$ cat config.mk
export PLATFORM = sky130hd
export DESIGN_NAME = memWriteback
export DESIGN_NICKNAME = d
export VERILOG_FILES = /design/src/rtl/memWriteback.sv
export SDC_FILE = /design/constraint.sdc
export NUM_CORES = 1
export LEC_CHECK = 0
export ABC_AREA = 1
export BUFFER_PORTS_ARGS = -buffer_cell sky130_fd_sc_hd__buf_2
export CORE_ASPECT_RATIO = 1.4
export CORE_MARGIN = 2
export CORE_UTILIZATION = 35
export DETAILED_ROUTE_END_ITERATION = 7
export GPL_TIMING_DRIVEN = 0
export PLACE_DENSITY = 0.62
export SYNTH_ARGS = -nofsm -noshare
export SYNTH_HDL_FRONTEND = slang
export SYNTH_SLANG_ARGS = --single-unit
export TNS_END_PERCENT = 10
$ cat constraint.sdc
create_clock -name clk -period 2.16 [get_ports clk]
set_input_delay 0.108 -clock clk [delete_from_list [all_inputs] [get_ports clk]]
set_output_delay 0.108 -clock clk [all_outputs]
set_load 0.01 [all_outputs]
$ cat src/rtl/memWriteback.sv
// ----------------------------------------------------------
// MEM/WB register and write-back select
// the data memory answers in the same cycle as the address
// ----------------------------------------------------------
`timescale 1ns/1ps

module memWriteback (
  input  logic        clk,
  input  logic        rst,
  input  logic        memRegWrite,
  input  logic        memMemToReg,
  input  logic [4:0]  memDest,
  input  logic [31:0] memAluResult,
  input  logic [31:0] memReadData,
  output logic        wbRegWrite,
  output logic [4:0]  wbDest,
  output logic [31:0] wbData
);

  logic        wbMemToReg;
  logic [31:0] wbAluResult, wbLoadData;

  always_ff @(posedge clk or posedge rst)
  begin
    if (rst)
    begin
      wbRegWrite  <= 1'b0;
      wbMemToReg  <= 1'b0;
      wbDest      <= '0;
      wbAluResult <= '0;
      wbLoadData  <= '0;
    end
    else
    begin
      wbRegWrite  <= memRegWrite;
      wbMemToReg  <= memMemToReg;
      wbDest      <= memDest;
      wbAluResult <= memAluResult;
      wbLoadData  <= memReadData;
    end
  end

  assign wbData = wbMemToReg ? wbLoadData : wbAluResult;

endmodule

# Word-level counts from Yosys, hierarchy flattened
# Cells that the tools add are included.
# word_totals
elab_cells	6
reg_bits	71
output_inout_bits	38
# op_classes
n_mux	1
# op_table
operator	count
$mux W32	1

# Longest topological paths before layout
# depth
ltp_word	1
mapped_depth	5

# Least setup slack after synthesis
# Ideal clock, no wire load.
# synth_path
path_kind	register -> output
from	register wbMemToReg
to	output wbData[0]
stages_incl_launch_ff	6
path_slack_ps	1258
t_arrival_ps	794
path_cell_list	dfrtp_1 > buf_6 > inv_8 > buf_12 > nand2_2 > nand2_1
# synth_between
elab_chain_len	1
# synth_rtl
item	line_no	rtl
from (decl)	20	logic wbMemToReg;
from (signal assigned)	36	wbMemToReg <= memMemToReg;
$mux W32	43	assign wbData = wbMemToReg ? wbLoadData : wbAluResult;
to (decl)	17	output logic [31:0] wbData
# Every way passes these cells.

# Worst setup path after layout
# layout_path
from	register wbMemToReg
to	output wbData[13]
# The elaborated chain is that of the path after synthesis.

==> results.ini <==
[placed_design]
placed_cell_area_sq_mm = 0.002933
port_buffers = 110
dp_cells = 359
place_ws_ns = 1.098
dp_hpwl_microns = 3242
gp_congestion = 0.6799

[synthesis]
yosysTopAreaCell = dfrtp_1
ys_seq_area_frac = 0.7819
synth_cell_type_count = 8
syn-num-nets = 249
synth_area_sq_mm = 0.002272
synthDominantCellAreaShare = 0.7819
synthTopCellsByArea = dfrtp_1 78%, nand2_1 14%, nand2_2 2.8%
synth_area_per_cell_sq_um = 12.91
yosysWarnings = 0
synth_seq_cells = 71
syn_inst = 176

[floorplan]
initial_core_util = 0.3633
core_sq_mm = 0.006254
die_h_microns = 99.34
num_rows = 34
fp.dieW_microns = 72.10
pin_count = 111
die_area_sq_mm = 0.007162

[sta]
setup_ws_ns = 0.7083
whs_ns = 0.4140
final_max_slew_viol_count = 0
setup_viol = 0
rsz0062_at_grt = no
fmax_ghz = 0.6888
worst_pin_slew_ns = 0.6356
fin_setup_tns_ns = 0
period_share = 0.6721
slew_headroom = 0.5757
post-route-min-period_ns = 1.452
hold_violations = 0

[global_routing]
overflow = 0
grt_pass1_vias = 2033
antenna_found_initial = 0
grtUsageTotal = 0.1701
grt_first_pass_wirelength_microns = 9080
grt_max_degree = 42

[route]
ant_nets = 0
vias = 1861
drt-total-wl_microns = 5735
wl_met3_microns = 292
wl_per_cell_microns = 12.83
drc = 0
dr.pass1.iters = 6
viasPerCell = 4.163
wl_met2_microns = 3324
drt_iter0_drc = 44
m1WireLength_microns = 1915
highest_layer = met4

[pwr]
max-vdd-ir-drop_mv = 0.6708
internal_power_mw = 2.163
swShare = 0.2256
seq_power_share = 0.507
p_leak_nw = 2.021
p_per_area_mw_per_mm2 = 726.8
power.total_mw = 2.794
p_comb_frac = 0.132
p_sw_mw = 0.6304
power_frac_clock = 0.362

[clock_network]
cts.sinks = 71
cts_tree = done
cts_resized = 0
clk_pin_slew_ns = 0.07
htreeDepth = 3
clock_path_buffers = 2
numCtsBuffers = 9
cts_root_buf = clkbuf_8

[finish]
antenna_cells = 0
drive_gt1_frac = 0.3840
final_cells = 447
layout.nets = 443
final_core_util = 0.6146
postLayoutCellArea_sq_mm = 0.003844
area_delta_synth_final_pct = 69.16

[min_path]
hp-class = in -> reg

[critical_path]
end_kind = output pin
path_cells = buf_6, inv_8, buf_6, nand2_1, nand2_1, buf_2
worstPathRequired_ns = 2.05
slowest_delay_ns = 0.39
startpoint_type = flip-flop
worstSetupPathType = reg -> out
crit_arrival_ns = 1.34
cpMaxStageDelayCell = dfrtp_1
crit_fanout = 10

[outcome]
status = complete, no violations

[run]
drv_cap = 0

-- logic make-up after synthesis --
kind of cell           Yosys count  share of synthesized area
buffers and inverters            9                    0.04846
flip-flops                      71                     0.7819
AND/OR/NAND/NOR                 96                     0.1696
-- synth_stat cells --
master and n:
clkbuf_8 3, buf_6 3, buf_12 1, inv_8 1, dfrtp_1 71, nand2_1 86, nand2_2 10, inv_1 1
-- timing repair --
action                    CTS  global route
hold buffers               72             0
setup buffers               0             0
hold endpoints to repair  101             0
-- registers in the layout, indices dropped and copies added (netlist names) --
register,cells
wbRegWrite,1
wbLoadData,32
wbAluResult,32
wbDest,5
wbMemToReg,1
-- critical path: cells and delay by family, from the launching register on --
kind | cells | cell delay, ns
AND/OR/NAND/NOR | 2 | 0.13
flip-flops | 1 | 0.39
buffers and inverters | 4 | 0.50
-- metal layers --
layer / track usage / up-vias
met2: 0.3183 / 71
met3: 0.03546 / 16
met4: 0.1060 / 0
li1: - / 913
met1: 0.1635 / 861
met5: 0 / -
-- worst paths after layout --
check                      slack, ns             end            start  depth (start not counted)
setup / recovery                0.71      wbData[13]       wbMemToReg                          6
min in group asynchronous       0.44       wbDest[0]              rst                          3
max in group asynchronous       1.09  wbAluResult[6]              rst                          4
hold / removal                  0.41  wbAluResult[7]  memAluResult[7]                          2
-- placed cells by master (no fill, tap or decap), drive strengths merged --
master,netlist,routed
dlygate4sd3,0,72
clkbuf,3,15
dfrtp,71,71
bufinv,0,1
inv,2,2
nand2,96,96
clkinv,0,3
buf,4,115
-- power groups by stage --
stage | clock, mW | combinational (mW) | sequential, mW
after global placement | 0 | 0.257 | 1.44
after CTS | 1.04 | 0.367 | 1.41
after floorplan | 0 | 0.123 | 1.44
after global routing | 1.10 | 0.406 | 1.42
final | 1.01 | 0.368 | 1.42
after detailed placement | 0 | 0.266 | 1.44
-- cell type report --
| cell class | count | area, sq um |
|---|---|---|
| fill | 507 | 2410 |
| clock inverter | 4 | 45.04 |
| sequential | 71 | 1777 |
| clock buffer | 12 | 145.1 |
| inverter | 2 | 15.01 |
| multi-input combinational | 96 | 385.4 |
| tap | 72 | 90.09 |
| buffer | 7 | 95.09 |
| timing repair buffer | 183 | 1291 |
Note: power is estimated with default switching activity, not from simulation.
