**config.mk**
```make
export PLATFORM = sky130hd
export DESIGN_NAME = forwardUnit
export DESIGN_NICKNAME = d
export VERILOG_FILES = /design/src/common/mipsPkg.sv /design/src/rtl/execute/forwardUnit.sv
export SDC_FILE = /design/constraint.sdc
export NUM_CORES = 1
export LEC_CHECK = 0
export BUFFER_PORTS_ARGS = -buffer_cell sky130_fd_sc_hd__buf_2
export CAP_MARGIN = 0
export CORE_AREA = 2 2 39 41
export DETAILED_ROUTE_END_ITERATION = 12
export DIE_AREA = 0 0 41 43
export GPL_TIMING_DRIVEN = 0
export PLACE_DENSITY_LB_ADDON = 0.12
export SKIP_LAST_GASP = 1
export SLEW_MARGIN = 5
export SYNTH_ARGS = -nofsm -noshare
export SYNTH_HDL_FRONTEND = slang
export SYNTH_SLANG_ARGS = --single-unit
export TNS_END_PERCENT = 20
```
**constraint.sdc**
```tcl
create_clock -name vclk -period 1.8
set_input_delay 0.27 -clock vclk [all_inputs]
set_output_delay 0.27 -clock vclk [all_outputs]
set_load 0.005 [all_outputs]
```
**src/common/mipsPkg.sv**
```systemverilog
// ----------------------------------------------------------
// shared constants and the instruction word for the core
// andi and ori sign-extend their immediate like addi
// opcodes outside the supported subset decode as bubbles
// ----------------------------------------------------------
package mipsPkg;

  localparam int dataWidth    = 32;
  localparam int regAddrWidth = 5;
  localparam int regCount     = 32;

  localparam logic [31:0] pcReset = 32'h0000_3000;

  // ----------------------------------------------------------
  // opcodes and R-type function codes
  // ----------------------------------------------------------
  localparam logic [5:0] opRType = 6'h00;
  localparam logic [5:0] opJ     = 6'h02;
  localparam logic [5:0] opBeq   = 6'h04;
  localparam logic [5:0] opAddi  = 6'h08;
  localparam logic [5:0] opAndi  = 6'h0c;
  localparam logic [5:0] opOri   = 6'h0d;
  localparam logic [5:0] opLw    = 6'h23;
  localparam logic [5:0] opSw    = 6'h2b;

  localparam logic [5:0] fnAdd = 6'h20;
  localparam logic [5:0] fnSub = 6'h22;
  localparam logic [5:0] fnAnd = 6'h24;
  localparam logic [5:0] fnOr  = 6'h25;
  localparam logic [5:0] fnSlt = 6'h2a;

  // bit 3 inverts a, bit 2 inverts b and adds one,
  // bits 1:0 pick or, and, add, slt
  localparam logic [3:0] aluOr  = 4'b0000;
  localparam logic [3:0] aluAnd = 4'b0001;
  localparam logic [3:0] aluAdd = 4'b0010;
  localparam logic [3:0] aluSub = 4'b0110;
  localparam logic [3:0] aluSlt = 4'b0111;

  // operand sources in execute
  localparam logic [1:0] fwdReg = 2'd0;
  localparam logic [1:0] fwdMem = 2'd1;
  localparam logic [1:0] fwdWb  = 2'd2;

  // ----------------------------------------------------------
  // instruction word in its three formats
  // ----------------------------------------------------------
  typedef struct packed {
    logic [5:0] op;
    logic [4:0] rs;
    logic [4:0] rt;
    logic [4:0] rd;
    logic [4:0] shamt;
    logic [5:0] funct;
  } rFields_t;

  typedef struct packed {
    logic [5:0]  op;
    logic [4:0]  rs;
    logic [4:0]  rt;
    logic [15:0] imm;
  } iFields_t;

  typedef struct packed {
    logic [5:0]  op;
    logic [25:0] target;
  } jFields_t;

  typedef union packed {
    rFields_t r;
    iFields_t i;
    jFields_t j;
  } instrWord_t;

endpackage

```
**src/rtl/execute/forwardUnit.sv**
```systemverilog
// ----------------------------------------------------------
// operand source selection for execute
// MEM wins over WB; register 0 is never forwarded
// ----------------------------------------------------------
`timescale 1ns/1ps

module forwardUnit (
  input  logic [4:0] srcA,
  input  logic [4:0] srcB,
  input  logic [4:0] memDest,
  input  logic [4:0] wbDest,
  input  logic       memRegWrite,
  input  logic       wbRegWrite,
  output logic [1:0] fwdSelA,
  output logic [1:0] fwdSelB
);

  logic memHitA, memHitB, wbHitA, wbHitB;

  assign memHitA = memRegWrite && memDest != '0 && memDest == srcA;
  assign memHitB = memRegWrite && memDest != '0 && memDest == srcB;
  assign wbHitA  = wbRegWrite && wbDest != '0 && wbDest == srcA;
  assign wbHitB  = wbRegWrite && wbDest != '0 && wbDest == srcB;

  assign fwdSelA = memHitA ? mipsPkg::fwdMem : wbHitA ? mipsPkg::fwdWb : mipsPkg::fwdReg;
  assign fwdSelB = memHitB ? mipsPkg::fwdMem : wbHitB ? mipsPkg::fwdWb : mipsPkg::fwdReg;

endmodule

```
# == Yosys cells after proc, flatten, opt, wreduce, memory -nomap -nowiden ==
# Cells that the tools add are included.
# word_totals
ram_bits,0
in_bits,22
n_memories,0
rom_bits,0
latchBits,0
out_inout_bits,4
wordCells,16
reg_bits,0
# op_classes
reduce_logical,8
magnitude_cmp,0
n_bitwise,0
eq_ne,4
addsub,0
div_mod_pow,0
n_mul,0
n_mux,4
shift,0
# op_table
cell,count
5-bit == test,4
5-bit nonzero test,2
2-bit two-way mux,4
1-bit logical AND,6

# == Longest topological paths before layout ==
# logic_depth
word_depth,5
ltp_mapped,4
ltp_nobuf,4

# == Worst setup path before layout ==
# Ideal clock, no wire load.
# synth_timing
path_kind,input -> output
startpoint,input port memDest[1]
endpoint,output port fwdSelA[1]
path_slack_ns,0.234
required_time_ns,1.530
path_buffers,0
cell_stages,4
arrival_ns,1.296
cell_sequence,or4_1 -> o21ai_2 -> nor4_1 -> nor4_2
# synth_between
elab_chain_len,4
word_cells_on_any_way,5
classes_between,eq/ne (1); mux (1); reduce/logical (3)
# synth_rtl
element,line,rtl
"start, declared",forwardUnit.sv:10,"input logic [4:0] memDest,"
5-bit nonzero test,forwardUnit.sv:20,assign memHitA = memRegWrite && memDest != '0 && memDest == srcA;
1-bit logical AND,forwardUnit.sv:20,
1-bit logical AND *,forwardUnit.sv:20,
net memHitA,forwardUnit.sv:18,"logic memHitA, memHitB, wbHitA, wbHitB;"
2-bit two-way mux *,forwardUnit.sv:25,assign fwdSelA = memHitA ? mipsPkg::fwdMem : wbHitA ? mipsPkg::fwdWb : mipsPkg::fwdReg;
"end, declared",forwardUnit.sv:14,"output logic [1:0] fwdSelA,"
# Mark *: on every way through the listed nets, which the timed path passes. The rest lies on a longest branch.

# == Worst setup path in the final report ==
# layout_timing
startpoint,input port memDest[3]
endpoint,output port fwdSelB[1]
# layout_between
elab_chain_len,4
word_cells_on_any_way,5
classes_between,eq/ne (1); mux (1); reduce/logical (3)
# layout_rtl
element,line,rtl
5-bit nonzero test,forwardUnit.sv:21,assign memHitB = memRegWrite && memDest != '0 && memDest == srcB;
1-bit logical AND,forwardUnit.sv:21,
1-bit logical AND *,forwardUnit.sv:21,
net memHitB,forwardUnit.sv:18,
2-bit two-way mux *,forwardUnit.sv:26,assign fwdSelB = memHitB ? mipsPkg::fwdMem : wbHitB ? mipsPkg::fwdWb : mipsPkg::fwdReg;
"end, declared",forwardUnit.sv:15,output logic [1:0] fwdSelB
# Marks and branches as above.

==> results.ini <==
[place]
dp.cells = 78
finalWeightedCongestion = 0.692
place.port_buffers = 26

[critical_path]
crit_slowest_cell = or4_4
worst-path-max-fanout = 2
slowest_delay_ns = 0.53
path_buf_inv = 2
cp-startpoint = memDest[3]
critPathLaunchType = input pin
required_ns = 1.53
crit_type = input pin to primary output
cp-end-kind = primary output
crit_arrival_ns = 1.51
crit_chain = buf_8 -> or4_4 -> o21ai_4 -> nor4_4 -> nor4_2 -> buf_2
cp_top_family = simple AND/OR/NAND/NOR gates

[yosys]
yosysWarnings = 0
synth_area_um2 = 285
synth_cell_types = 11
synth_top_area_cell = xnor2_1
synth_top_area_frac = 0.491
syn_avg_cell_area_um2 = 7.92
synthTopCellsByArea = xnor2_1, xor2_1, nor4_2
syn-num-nets = 58
post-synth-top-count-cell = xnor2_1
netlist_instances = 36
synthTopCellsByCount = xnor2_1, xor2_1
ys_seq_area_frac = 0

[global_routing]
grt.total_usage = 0.101
grt_pass1_wl_mm = 1.29
grt_antenna_before_repair = 0
grt_max_degree = 4
grt_overflow = 0
grt_pass1_vias = 302

[route]
num_vias = 337
ant_nets = 0
drc_errors = 0
avgRoutedWirePerCell_um = 10.8
drt-pass1-iter-count = 1
drt_wl_total_um = 852
viasPerCell = 4.27
drt-initial-drc-count = 0

[sta]
timing.final.crit_share = 0.992
fmax_ghz = 0.560
slew_headroom = 0.825
period_needed_ns = 1.78
tightest_slew_ns = 0.261
hold_viol = 0
rsz0062_at_grt = yes
slew_viol_final = 0
setup_viol = 0

[finish]
drive_above_1_share = 0.556
seq_cell_count = 0
nets = 87
nFillCells = 157
multi_input_area_um2 = 312
clkbuf_count = 0
stdcell_count = 79
area_growth_pct = 75.4
num_antenna_cells = 0
ff_latch_area_um2 = 0

[pwr]
seq_power_share = 0
p_clk_frac = 0
pwr-share-comb = 1.000
vdd_ir_drop_max_v = 0.0000800
leakage_nw = 0.204
switching_share = 0.476
p_sw_mw = 0.0535
total_power_mw = 0.112
power.density_nw_per_um2 = 224
p_int_mw = 0.0589

[flow_run]
cap_violations = 0

[worst_hold_path]
hold_class = input pin to primary output
hp-start = wbRegWrite

[outcome]
status = finished, final reports clean

[die]
rows = 14
core_area_um2 = 1380
initial_core_util = 0.206
ios = 26
fp.dieW_um = 41
die_y_um = 43
die_area_um2 = 1760

[clocking]
holdBufCountCts = 0

## per-stage QoR
| stage | utilization | hold WS (ns) | area, um^2 | setup TNS (ns) | worst slack [ns] |
|---|---|---|---|---|---|
| after floorplan | - | 0.642 | 285 | 0 | 0.234 |
| after global placement | 0.315 | 0.903 | 435 | -0.0894 | -0.0576 |
| after detailed placement | 0.315 | 0.900 | 435 | -0.118 | -0.0614 |
| after CTS | 0.362 | 0.903 | 500 | -0.0353 | -0.0212 |
| after global routing | 0.362 | 0.941 | 500 | -0.102 | -0.0602 |
| final | 0.362 | 0.897 | 500 | 0 | 0.0152 |
## timing repair
item | CTS | global route
gates resized for setup | 11 | 0
pin swaps | 6 | 1
buffers inserted | 1 | 0
endpoints found under the setup margin | 2 | 2
## cell type report
cell class / instances / share of cell area
multi-input combinational: 34 / 0.623
tap: 16 / 0.0400
buffer: 2 / 0.0300
timing repair buffer: 27 / 0.308
## tightest hold or removal path, stage by stage
cell     delay, ns
buf_2         0.11
nand4_1       0.09
nor4_2        0.04
buf_2         0.11
## power by group through the flow
stage          registers [mW]  logic, mW  clock network (mW)
6_report                    0      0.112                   0
5_1_grt                     0      0.124                   0
4_1_cts                     0      0.113                   0
3_5_place_dp                0     0.0949                   0
3_3_place_gp                0     0.0956                   0
2_1_floorplan               0     0.0482                   0
## metal layers
| metal | vias to the layer above | share of wire | track usage |
|---|---|---|---|
| li1 | 179 | - | - |
| met1 | 142 | 0.45 | 0.152 |
| met2 | 16 | 0.48 | 0.166 |
| met3 | 0 | 0.073 | 0 |
| met4 | 0 | 0 | 0 |
| met5 | - | 0 | 0 |
## path summary, 6_finish.rpt
check  cells past startpoint  slack [ns]    endpoint
min                        4        0.90  fwdSelB[1]
max                        6        0.02  fwdSelB[1]
## logic make-up (layout without fill, tap and decap cells)
group / count (synthesis) / count (layout) / share of synthesized area
compound gates: 1 / 1 / 0.0307
xor+xnor: 20 / 20 / 0.614
buf+inv: 2 / 29 / 0.0526
simple gates: 13 / 13 / 0.303
## placed cells by master, fill, tap and decap left out
master   instances
xor2_1           4
nor2_1           1
nor4_2           2
buf_6            1
nand3_1          2
xnor2_1         16
buf_8            1
buf_2           24
nor4_4           2
nand2_1          2
or4_4            1
buf_4            3
o21ai_4          1
or4_1            1
nand4_1          2
No activity file was read; power rests on OpenSTA's default activity.
